<file path="src/rtl/kbd_pkg.sv">
/*
 * Shared types, constants and state encodings for the keyboard matrix logic.
 * Imported by every module of the keyboard block and by its testbench.
 */
package kbd_pkg;

   typedef logic [3:0] row_t;       // matrix row number
   typedef logic [7:0] column_t;    // one-hot key bits of a row
   typedef logic [7:0] scan_code_t;

   localparam row_t ROW_NONE     = 4'd15;  // no key held
   localparam row_t ROW_MODIFIER = 4'd8;

   localparam column_t MOD_SHIFT_BIT = 8'h40;
   localparam column_t MOD_KANA_BIT  = 8'h20;
   localparam column_t MOD_CTRL_BIT  = 8'h80;

   localparam logic [3:0] SCAN_RELEASE_COUNT = 4'd13; // 14th scan releases

   localparam scan_code_t CODE_BREAK = 8'hF0;
   localparam scan_code_t CODE_SHIFT = 8'h12;
   localparam scan_code_t CODE_KANA  = 8'h13;
   localparam scan_code_t CODE_CTRL  = 8'h14;

   // ****************************************
   // scan codes per matrix row
   // ****************************************
   localparam scan_code_t KEY_ENTER     = 8'h5A; // row 1
   localparam scan_code_t KEY_AT        = 8'h54; // row 2
   localparam scan_code_t KEY_A         = 8'h1C;
   localparam scan_code_t KEY_B         = 8'h32;
   localparam scan_code_t KEY_C         = 8'h21;
   localparam scan_code_t KEY_D         = 8'h23;
   localparam scan_code_t KEY_E         = 8'h24;
   localparam scan_code_t KEY_F         = 8'h2B;
   localparam scan_code_t KEY_G         = 8'h34;
   localparam scan_code_t KEY_H         = 8'h33; // row 3
   localparam scan_code_t KEY_I         = 8'h43;
   localparam scan_code_t KEY_J         = 8'h3B;
   localparam scan_code_t KEY_K         = 8'h42;
   localparam scan_code_t KEY_L         = 8'h4B;
   localparam scan_code_t KEY_M         = 8'h3A;
   localparam scan_code_t KEY_N         = 8'h31;
   localparam scan_code_t KEY_O         = 8'h44;
   localparam scan_code_t KEY_P         = 8'h4D; // row 4
   localparam scan_code_t KEY_Q         = 8'h15;
   localparam scan_code_t KEY_R         = 8'h2D;
   localparam scan_code_t KEY_S         = 8'h1B;
   localparam scan_code_t KEY_T         = 8'h2C;
   localparam scan_code_t KEY_U         = 8'h3C;
   localparam scan_code_t KEY_V         = 8'h2A;
   localparam scan_code_t KEY_W         = 8'h1D;
   localparam scan_code_t KEY_X         = 8'h22; // row 5
   localparam scan_code_t KEY_Y         = 8'h35;
   localparam scan_code_t KEY_Z         = 8'h1A;
   localparam scan_code_t KEY_LBRACKET  = 8'h5B;
   localparam scan_code_t KEY_YEN       = 8'h6A;
   localparam scan_code_t KEY_RBRACKET  = 8'h5D;
   localparam scan_code_t KEY_CARET     = 8'h55;
   localparam scan_code_t KEY_MINUS     = 8'h4E;
   localparam scan_code_t KEY_0         = 8'h45; // row 6
   localparam scan_code_t KEY_1         = 8'h16;
   localparam scan_code_t KEY_2         = 8'h1E;
   localparam scan_code_t KEY_3         = 8'h26;
   localparam scan_code_t KEY_4         = 8'h25;
   localparam scan_code_t KEY_5         = 8'h2E;
   localparam scan_code_t KEY_6         = 8'h36;
   localparam scan_code_t KEY_7         = 8'h3D;
   localparam scan_code_t KEY_8         = 8'h3E; // row 7
   localparam scan_code_t KEY_9         = 8'h46;
   localparam scan_code_t KEY_COLON     = 8'h52;
   localparam scan_code_t KEY_SEMICOLON = 8'h4C;
   localparam scan_code_t KEY_COMMA     = 8'h41;
   localparam scan_code_t KEY_DOT       = 8'h49;
   localparam scan_code_t KEY_SLASH     = 8'h4A;
   localparam scan_code_t KEY_HOME      = 8'h6C; // row 8, also clr
   localparam scan_code_t KEY_DOWN      = 8'h72;
   localparam scan_code_t KEY_RIGHT     = 8'h6B;
   localparam scan_code_t KEY_DEL       = 8'h71;
   localparam scan_code_t KEY_STOP      = 8'h77; // row 9, pause key
   localparam scan_code_t KEY_F1        = 8'h05;
   localparam scan_code_t KEY_F2        = 8'h06;
   localparam scan_code_t KEY_F3        = 8'h04;
   localparam scan_code_t KEY_F4        = 8'h0C;
   localparam scan_code_t KEY_F5        = 8'h03;
   localparam scan_code_t KEY_SPACE     = 8'h29;
   localparam scan_code_t KEY_ESC       = 8'h76;

   typedef enum logic [2:0] {
      KIND_MATRIX,
      KIND_BREAK,
      KIND_SHIFT,
      KIND_KANA,
      KIND_CTRL
   } key_kind_e;

   typedef enum logic {
      LATCH_EMPTY,
      LATCH_HELD
   } latch_state_e;

endpackage

</file>
<file path="src/rtl/scancode_decoder.sv">
/*
 * Combinational scan code decoder. Gives the key kind, and for matrix keys
 * the row and one-hot column byte. Unknown codes map to an empty key.
 */
module scancode_decoder
   import kbd_pkg::*;
(
   input  scan_code_t code,
   output key_kind_e  key_kind,
   output row_t       key_row,
   output column_t    key_column
);

   logic [11:0] key_pos; // {row, column}

   assign key_row    = key_pos[11:8];
   assign key_column = key_pos[7:0];

   always_comb begin
      key_kind = KIND_MATRIX;
      key_pos  = {ROW_NONE, 8'h00}; // unmapped code, empty key
      case (code)
         // ****************************************
         // control codes
         // ****************************************
         CODE_BREAK    : key_kind = KIND_BREAK;
         CODE_SHIFT    : key_kind = KIND_SHIFT;
         CODE_KANA     : key_kind = KIND_KANA;
         CODE_CTRL     : key_kind = KIND_CTRL;
         // ****************************************
         // matrix keys
         // ****************************************
         KEY_ENTER     : key_pos = {4'd1, 8'h80};
         KEY_AT        : key_pos = {4'd2, 8'h01};
         KEY_A         : key_pos = {4'd2, 8'h02};
         KEY_B         : key_pos = {4'd2, 8'h04};
         KEY_C         : key_pos = {4'd2, 8'h08};
         KEY_D         : key_pos = {4'd2, 8'h10};
         KEY_E         : key_pos = {4'd2, 8'h20};
         KEY_F         : key_pos = {4'd2, 8'h40};
         KEY_G         : key_pos = {4'd2, 8'h80};
         KEY_H         : key_pos = {4'd3, 8'h01};
         KEY_I         : key_pos = {4'd3, 8'h02};
         KEY_J         : key_pos = {4'd3, 8'h04};
         KEY_K         : key_pos = {4'd3, 8'h08};
         KEY_L         : key_pos = {4'd3, 8'h10};
         KEY_M         : key_pos = {4'd3, 8'h20};
         KEY_N         : key_pos = {4'd3, 8'h40};
         KEY_O         : key_pos = {4'd3, 8'h80};
         KEY_P         : key_pos = {4'd4, 8'h01};
         KEY_Q         : key_pos = {4'd4, 8'h02};
         KEY_R         : key_pos = {4'd4, 8'h04};
         KEY_S         : key_pos = {4'd4, 8'h08};
         KEY_T         : key_pos = {4'd4, 8'h10};
         KEY_U         : key_pos = {4'd4, 8'h20};
         KEY_V         : key_pos = {4'd4, 8'h40};
         KEY_W         : key_pos = {4'd4, 8'h80};
         KEY_X         : key_pos = {4'd5, 8'h01};
         KEY_Y         : key_pos = {4'd5, 8'h02};
         KEY_Z         : key_pos = {4'd5, 8'h04};
         KEY_LBRACKET  : key_pos = {4'd5, 8'h08};
         KEY_YEN       : key_pos = {4'd5, 8'h10};
         KEY_RBRACKET  : key_pos = {4'd5, 8'h20};
         KEY_CARET     : key_pos = {4'd5, 8'h40};
         KEY_MINUS     : key_pos = {4'd5, 8'h80};
         KEY_0         : key_pos = {4'd6, 8'h01};
         KEY_1         : key_pos = {4'd6, 8'h02};
         KEY_2         : key_pos = {4'd6, 8'h04};
         KEY_3         : key_pos = {4'd6, 8'h08};
         KEY_4         : key_pos = {4'd6, 8'h10};
         KEY_5         : key_pos = {4'd6, 8'h20};
         KEY_6         : key_pos = {4'd6, 8'h40};
         KEY_7         : key_pos = {4'd6, 8'h80};
         KEY_8         : key_pos = {4'd7, 8'h01};
         KEY_9         : key_pos = {4'd7, 8'h02};
         KEY_COLON     : key_pos = {4'd7, 8'h04};
         KEY_SEMICOLON : key_pos = {4'd7, 8'h08};
         KEY_COMMA     : key_pos = {4'd7, 8'h10};
         KEY_DOT       : key_pos = {4'd7, 8'h20};
         KEY_SLASH     : key_pos = {4'd7, 8'h40};
         // row 8 shares its upper bits with the modifier byte
         KEY_HOME      : key_pos = {4'd8, 8'h01};
         KEY_DOWN      : key_pos = {4'd8, 8'h02};
         KEY_RIGHT     : key_pos = {4'd8, 8'h04};
         KEY_DEL       : key_pos = {4'd8, 8'h08};
         KEY_STOP      : key_pos = {4'd9, 8'h01};
         KEY_F1        : key_pos = {4'd9, 8'h02};
         KEY_F2        : key_pos = {4'd9, 8'h04};
         KEY_F3        : key_pos = {4'd9, 8'h08};
         KEY_F4        : key_pos = {4'd9, 8'h10};
         KEY_F5        : key_pos = {4'd9, 8'h20};
         KEY_SPACE     : key_pos = {4'd9, 8'h40};
         KEY_ESC       : key_pos = {4'd9, 8'h80};
         default       : key_pos = {ROW_NONE, 8'h00};
      endcase
   end

endmodule

</file>
<file path="src/rtl/key_latch.sv">
/*
 * Holds the last pressed matrix key and the modifier flags. The key and
 * modifiers are released once the CPU has scanned port 00h enough times.
 */
module key_latch
   import kbd_pkg::*;
(
   input  logic      I_CLK,
   input  logic      I_RST,
   input  key_kind_e key_kind,
   input  row_t      key_row,
   input  column_t   key_column,
   input  logic      code_valid,
   input  logic      scan_strobe,
   output row_t      held_row,
   output column_t   held_column,
   output logic      shift_on,
   output logic      kana_on,
   output logic      ctrl_on
);

   latch_state_e state;
   logic         break_armed;   // F0h seen, next code is a release
   logic [3:0]   scan_cnt;

   always_ff @(posedge I_CLK or posedge I_RST) begin
      if (I_RST) begin
         state       <= LATCH_EMPTY;
         break_armed <= 1'b0;
         scan_cnt    <= 4'd0;
         held_row    <= ROW_NONE;
         held_column <= 8'h00;
         shift_on    <= 1'b0;
         kana_on     <= 1'b0;
         ctrl_on     <= 1'b0;
      end
      else if (code_valid) begin
         // new codes win over a scan in the same cycle
         if (key_kind == KIND_BREAK) begin
            break_armed <= 1'b1;
         end
         else if (break_armed) begin
            break_armed <= 1'b0; // key release, nothing else to do
         end
         else begin
            case (key_kind)
               KIND_SHIFT : shift_on <= 1'b1;
               KIND_KANA  : kana_on  <= 1'b1;
               KIND_CTRL  : ctrl_on  <= 1'b1;
               default : begin
                  held_row    <= key_row;
                  held_column <= key_column;
                  state       <= LATCH_HELD;
               end
            endcase
         end
      end
      // ****************************************
      // release after enough CPU scans
      // ****************************************
      else if ((state == LATCH_HELD) && scan_strobe) begin
         if (scan_cnt == SCAN_RELEASE_COUNT) begin
            state       <= LATCH_EMPTY;
            scan_cnt    <= 4'd0;
            held_row    <= ROW_NONE;
            held_column <= 8'h00;
            shift_on    <= 1'b0; // modifiers go with the key
            kana_on     <= 1'b0;
            ctrl_on     <= 1'b0;
         end
         else begin
            scan_cnt <= scan_cnt + 4'd1;
         end
      end
   end

endmodule

</file>
<file path="src/rtl/cpu_port_reader.sv">
/*
 * CPU side of the keyboard. Turns the end of a port 00h access into a scan
 * strobe and registers the matrix byte for the row the CPU addresses.
 */
module cpu_port_reader
   import kbd_pkg::*;
(
   input  logic    I_CLK,
   input  logic    I_RST,
   input  logic    cpu_iorq,
   input  logic    cpu_port00h,
   input  row_t    cpu_addr,
   input  row_t    held_row,
   input  column_t held_column,
   input  logic    shift_on,
   input  logic    kana_on,
   input  logic    ctrl_on,
   output logic    scan_strobe,
   output column_t kb_data
);

   logic [1:0] iorq_sreg; // [0] newest sample
   column_t    read_byte;

   // iorq idles high, so start the sampler there
   always_ff @(posedge I_CLK or posedge I_RST) begin
      if (I_RST) begin
         iorq_sreg <= 2'b11;
      end
      else begin
         iorq_sreg <= {iorq_sreg[0], cpu_iorq};
      end
   end

   // rise of iorq marks the end of the access
   assign scan_strobe = ~iorq_sreg[1] & iorq_sreg[0] & cpu_port00h;

   // ****************************************
   // read byte select
   // ****************************************
   always_comb begin
      if ((cpu_addr == ROW_MODIFIER) && shift_on)
         read_byte = MOD_SHIFT_BIT;
      else if ((cpu_addr == ROW_MODIFIER) && kana_on)
         read_byte = MOD_KANA_BIT;
      else if ((cpu_addr == ROW_MODIFIER) && ctrl_on)
         read_byte = MOD_CTRL_BIT;
      else if (cpu_addr == held_row)
         read_byte = held_column;
      else
         read_byte = 8'h00;
   end

   always_ff @(posedge I_CLK or posedge I_RST) begin
      if (I_RST) begin
         kb_data <= 8'h00;
      end
      else begin
         kb_data <= read_byte;
      end
   end

endmodule

</file>
<file path="src/rtl/pc8001_keyboard.sv">
/*
 * Keyboard block top level. Scan codes go through the decoder into the key
 * latch, and the CPU reads matrix rows through the port reader.
 */
module pc8001_keyboard
   import kbd_pkg::*;
(
   input  logic       I_CLK,
   input  logic       I_RST,
   input  scan_code_t ps2_code,
   input  logic       ps2_code_valid,
   input  row_t       cpu_addr,
   input  logic       cpu_iorq,      // active low
   input  logic       cpu_port00h,
   output column_t    kb_data
);

   key_kind_e key_kind;
   row_t      key_row;
   column_t   key_column;
   row_t      held_row;
   column_t   held_column;
   logic      shift_on;
   logic      kana_on;
   logic      ctrl_on;
   logic      scan_strobe;   // end of a port 00h access

   scancode_decoder i_scancode_decoder (
      .code       (ps2_code),
      .key_kind   (key_kind),
      .key_row    (key_row),
      .key_column (key_column)
   );

   key_latch i_key_latch (
      .I_CLK       (I_CLK),
      .I_RST       (I_RST),
      .key_kind    (key_kind),
      .key_row     (key_row),
      .key_column  (key_column),
      .code_valid  (ps2_code_valid),
      .scan_strobe (scan_strobe),
      .held_row    (held_row),
      .held_column (held_column),
      .shift_on    (shift_on),
      .kana_on     (kana_on),
      .ctrl_on     (ctrl_on)
   );

   cpu_port_reader i_cpu_port_reader (
      .I_CLK       (I_CLK),
      .I_RST       (I_RST),
      .cpu_iorq    (cpu_iorq),
      .cpu_port00h (cpu_port00h),
      .cpu_addr    (cpu_addr),
      .held_row    (held_row),
      .held_column (held_column),
      .shift_on    (shift_on),
      .kana_on     (kana_on),
      .ctrl_on     (ctrl_on),
      .scan_strobe (scan_strobe),
      .kb_data     (kb_data)
   );

endmodule

</file>
<file path="config.mk">
export PLATFORM = sky130hd
export DESIGN_NAME = pc8001_keyboard
export DESIGN_NICKNAME = d
export VERILOG_FILES = /design/src/rtl/kbd_pkg.sv /design/src/rtl/scancode_decoder.sv /design/src/rtl/key_latch.sv /design/src/rtl/cpu_port_reader.sv /design/src/rtl/pc8001_keyboard.sv
export SDC_FILE = /design/constraint.sdc
export NUM_CORES = 1
export LEC_CHECK = 0
export BUFFER_PORTS_ARGS = -buffer_cell sky130_fd_sc_hd__buf_2
export CORE_MARGIN = 1.5
export CORE_UTILIZATION = 40
export CTS_BUF_LIST = sky130_fd_sc_hd__clkbuf_8
export CTS_CLUSTER_SIZE = 10
export DETAILED_ROUTE_END_ITERATION = 10
export GPL_TIMING_DRIVEN = 0
export SLEW_MARGIN = 0
export SYNTH_ARGS = -nofsm -noshare
export SYNTH_HDL_FRONTEND = slang
export SYNTH_SLANG_ARGS = --single-unit
export TNS_END_PERCENT = 50
</file>
<file path="constraint.sdc">
create_clock -name I_CLK -period 2.7 [get_ports I_CLK]
set_input_delay 0.54 -clock I_CLK [delete_from_list [all_inputs] [get_ports I_CLK]]
set_output_delay 0.54 -clock I_CLK [all_outputs]
set_load 0.005 [all_outputs]
</file>
; Word level (Yosys, flattened, before mapping)
; Cells that the tools add are included.
[totals]
register_bits = 31
inputBits = 17
output_inout_bits = 8
[op_classes]
n_addsub = 1
n_eq_ne = 77
muxes = 38
bitwise = 4
n_reduce_logical = 12
[op_table]
columns = cell, count
row1 = $pmux W12 S60, 1
row2 = $eq A8 B7 Y1 const B, 25
row3 = $eq A8 B6 Y1 const B, 23
row4 = $eq A8 B5 Y1 const B, 10
row5 = $mux W8, 10
row6 = $mux W4, 7
row7 = $eq A8 B3 Y1 const B, 3
row8 = $reduce_and A5 Y1, 4
row9 = $mux W1, 19
row10 = $pmux W3 S4, 1
row11 = $eq A4 B4 Y1 const B, 2
row12 = $eq A8 B2 Y1 const B, 1
row13 = $eq A8 B4 Y1 const B, 1
row14 = $eq A8 B8 Y1 const B, 1
row15 = $eq A3 B2 Y1 const B, 2
row16 = $ne A2 B1 Y1 const B, 3
row17 = $ne A2 B2 Y1 const B, 3
row18 = $add A4 B1 Y4 const B, 1
row19 = $eq A4 B4 Y1, 1
row20 = $logic_and A1 B1 Y1, 4
row21 = $reduce_bool A2 Y1, 2
row22 = $eq A3 B1 Y1 const B, 1
row23 = $eq A3 B3 Y1 const B, 1
row24 = $reduce_or A3 Y1, 1
row25 = 3 further kinds, 5

; Depth between registers and ports, before layout
[depth]
depth_word = 8
depth_mapped = 8
depth_no_buf = 6

; Cells and area by module
; Synthesis repeated with hierarchy kept, for this count alone.
[hier_totals]
cells_unflattened = 380
hier_area_um2 = 3057.9
[by_module_without_submodules]
columns = mod, instances, cells_each, area_each_um2
row1 = scancode_decoder, 1, 221, 1358.8
row2 = key_latch, 1, 126, 1263.7
row3 = cpu_port_reader, 1, 33, 435.4

; Worst setup path after synthesis
; No wires, ideal clock.
[synth_path]
kind = in2reg
startpoint = input ps2_code[0]
endpoint = register i_key_latch.held_row[0]
setup_time_ns = 0.082
arrival_time_ns = 2.081
t_required_ns = 2.618
slack_ns = 0.536
stages = 8
path_cell_list = buf_6 -> nor2b_4 -> buf_6 -> a32o_1 -> a221o_1 -> or4_4 -> nor3_2 -> a21oi_1
[synth_via]
elab_chain_len = 6
elab_cells_between_ends = 78
cone_classes = eq/ne (70) / mux (6) / reduce/logical (2)
[synth_rtl]
columns = element, line
row1 = from (decl), pc8001_keyboard.sv:10  ; input scan_code_t ps2_code,
row2 = "$eq A8 B5 Y1, or another cell as far along", scancode_decoder.sv:22  ; case (code)
row3 = $pmux W3 S4 or $pmux W12 S60 (tied branches), scancode_decoder.sv:22
row4 = "$eq A3 B2 Y1, or another cell as far along", key_latch.sv:46  ; case (key_kind)
row5 = $reduce_or A3 Y1 (no source line) or $mux W4 (tied branches), --
row6 = $ne A2 B2 Y1 (no source line) or $mux W4 (tied branches), --
row7 = $reduce_and A5 Y1 (no source line) or $mux W4 (tied branches), --
row8 = to (signal assigned), key_latch.sv:51  ; held_row <= key_row;
row9 = to (decl), key_latch.sv:15  ; output row_t held_row,
; Parallel ways exist; a longest one is shown, timed or not. The select of a mux whose other input is x is not followed.
; A chain may end at the register's enable or synchronous reset.

; Worst setup path after layout
[layout_path]
startpoint = input ps2_code[2]
endpoint = register i_key_latch.held_row[2]
; The elaborated chain is that of the path after synthesis.

==> results_dict.tcl <==
set metrics [dict create \
    fin_crit_ns 2.42 \
    cts_tree "done" \
    max_freq_mhz 413 \
    start_util 0.420 \
    min_path_cells 1 \
    total_power_mw 1.11 \
    placed_cells 397 \
    vias_per_cell 6.28 \
    numPortBuffers 22 \
    rsz0062_at_grt "no" \
    endpoint_kind "flop" \
    swShare 0.306 \
    synth_top_cell_by_area "dfrtp_1" \
    dp_hpwl_mm 5.60 \
    ant_nets 0 \
    yosys_warnings 0 \
    crit_slowest_cell "nor4bb_1" \
    holdWs_ns 0.361 \
    vias 2545 \
    ys_types 68 \
    combPwrFrac 0.227 \
    seqCellArea_um2 783 \
    maxCapViolCount 0 \
    worst_pin_slew_ns 1.15 \
    cpMostUsedCell "buf_2" \
    path_cells "buf_2 -> buf_2 -> nor4bb_1 -> a221oi_1 -> o211ai_1 -> a211oi_1 -> a21oi_1 -> nor2_1" \
    slew_viol_final 0 \
    cts.clk_slew.worst_paths_ns 0.06 \
    clk_latency_ns 0.28 \
    design_area_mm2 0.00282 \
    synth-edff-count 0 \
    grt_overflow_total 0 \
    cts-root-buf "clkbuf_8" \
    row_count 28 \
    crit_required_ns 2.91 \
    grt_usage 0.229 \
    worstRegToRegCells 7 \
    antenna_cells 0 \
    critPathMaxFanout 10 \
    drt-initial-drc-count 206 \
    power.internal_uw 770 \
    grt_pass1_vias 2229 \
    cts_setup_buffers 0 \
    synth_seq_area_share 0.310 \
    final_cell_mix "34 x buf_2, 32 x nand2_1, 25 x dfrtp_1, 22 x o21ai_0, 18 x nor2_1" \
    cts_max_path_buffers 2 \
    dieHeight_um 82.5 \
    p_sw_uw 339 \
    critical_path_arrival_ns 2.63 \
    start_kind "input port" \
    p_clk_frac 0.298 \
    gp_congestion 0.982 \
    avgRoutedWirePerCell_um 18.4 \
    synth_area_per_cell_um2 8.43 \
    tns_ns 0 \
    synth_flop_cell "dfrtp_1" \
    post-place-ws_ns 0.103 \
    routed_wl_mm 7.45 \
    ctsResizeCount 0 \
    core_mm2 0.00603 \
    fin_skew_ns 0.00599 \
    setup_slack_ns 0.278 \
    finalNetCount 346 \
    synth_area_mm2 0.00253 \
    grt_max_degree 32 \
    grt_pass1_wl_mm 11.7 \
    layout_commonest_cell "buf_2" \
    ctsHtreeMaxLevel 2 \
    drive_gt1_frac 0.185 \
    nFillCells 603 \
    setup_viol 0 \
    antenna_found_initial 0 \
    outcome "completed" \
    async_flop_share 1.00 \
    synth_area_leaders "dfrtp_1 25%, dfstp_2 6.2%, nand2_1 4.7%" \
    min_path_type "input port to flop" \
    fp.dieW_um 82.5 \
    cpPeakStageDelay_ns 0.89 \
    multi_input_area_mm2 0.00160 \
    synth_nets 317 \
    instances_no_fill 405 \
    power.leakage_nw 1.15 \
    postLayoutCoreUtil 0.467 \
    crit_type "input port to flop" \
    synthCells 300 \
    worst_slew_margin_rel 0.235 \
    dpl_cell_area_mm2 0.00273 \
    final-hold-violation-count 0 \
    ir_drop_mv 0.335 \
    clock_sinks 31 \
    area_delta_synth_final_pct 11.3 \
    p_per_area_mw_per_mm2 394 \
    io_pins 25 \
    synth_top_area_frac 0.247 \
    die_area_mm2 0.00681 \
    first_pass_iters 5 \
    synth_seq_cells 31 \
    pwr-share-seq 0.475 \
    numCtsBuffers 5 \
    post-route-drc-count 0 \
    holdBufCountCts 0 \
    fin_crit_sh 0.897 \
]
path summary, 6_finish.rpt:
path,startpoint,to,slack [ns]
setup / recovery,ps2_code[2],i_key_latch.held_row[2],0.28
hold / removal,cpu_iorq,i_cpu_port_reader.iorq_sreg[0],0.36
setup reg to reg,i_cpu_port_reader.iorq_sreg[0],i_key_latch.held_row[1],0.68
hold reg to reg,i_cpu_port_reader.iorq_sreg[0],i_cpu_port_reader.iorq_sreg[1],0.37
max in group asynchronous,I_RST,i_key_latch.held_column[0],1.46
min in group asynchronous,I_RST,i_key_latch.kana_on,0.56
Yosys cell counts (3+ instances only):
| master | number |
|---|---|
| nor4bb_1 | 5 |
| nand2_1 | 32 |
| nor2_1 | 18 |
| xor2_1 | 7 |
| a32oi_1 | 7 |
| o21ai_0 | 22 |
| inv_1 | 3 |
| nor3b_1 | 5 |
| dfrtp_1 | 25 |
| nand3b_1 | 3 |
| clkbuf_1 | 8 |
| a21oi_1 | 13 |
| nand3_1 | 10 |
| and4b_1 | 3 |
| nor4b_1 | 5 |
| o211ai_1 | 6 |
| and3_1 | 4 |
| nor4_1 | 3 |
| nand4b_1 | 3 |
| a31oi_1 | 4 |
| and2_1 | 11 |
| nor2b_1 | 12 |
| a22o_1 | 5 |
| nor3_1 | 4 |
| buf_2 | 12 |
| dfstp_2 | 6 |
| nand2b_1 | 7 |
| nor4b_2 | 4 |
state kept, by name, indices dropped and copies added, names as in the netlist:
signal                       flops
i_cpu_port_reader.kb_data        8
i_key_latch.shift_on             1
i_key_latch.break_armed          1
i_key_latch.scan_cnt             4
i_key_latch.state                1
i_key_latch.held_row             4
i_key_latch.held_column          8
i_key_latch.ctrl_on              1
i_key_latch.kana_on              1
i_cpu_port_reader.iorq_sreg      2
area by class of cell:
cell class,count,area share
plain buffers,25,0.0467
repair buffers,22,0.0391
multi-input cells,241,0.570
clock inverters,3,0.00444
clock buffers,5,0.0244
well taps,75,0.0333
flip-flops and latches,31,0.278
inverters,3,0.00400
per-layer routing:
| metal | up-vias | track usage | share of wire |
|---|---|---|---|
| met1 | 1174 | 0.298 | 0.43 |
| met2 | 152 | 0.372 | 0.46 |
| met3 | 26 | 0.0418 | 0.078 |
| met4 | 0 | 0.0900 | 0.034 |
| met5 | - | 0 | 0 |
| li1 | 1193 | - | - |
worst max-delay path: cells and delay by family:
kind            cells  cell delay (ns)
compound gates      4             0.81
buf+inv             2             0.32
simple gates        2             0.95
kinds of logic after synthesis:
group	synth area share
compound gates	0.246
simple gates	0.348
flops	0.310
xor+xnor	0.0277
buf+inv	0.0564
mux	0.0124
power by group through the flow:
stage	combinational, mW	sequential [mW]	clock [mW]
final	0.252	0.527	0.330
after global routing	0.273	0.531	0.367
after CTS	0.247	0.527	0.344
after detailed placement	0.246	0.535	0
after global placement	0.247	0.532	0
after floorplan	0.178	0.527	0
No activity file was read; power rests on OpenSTA's default activity.
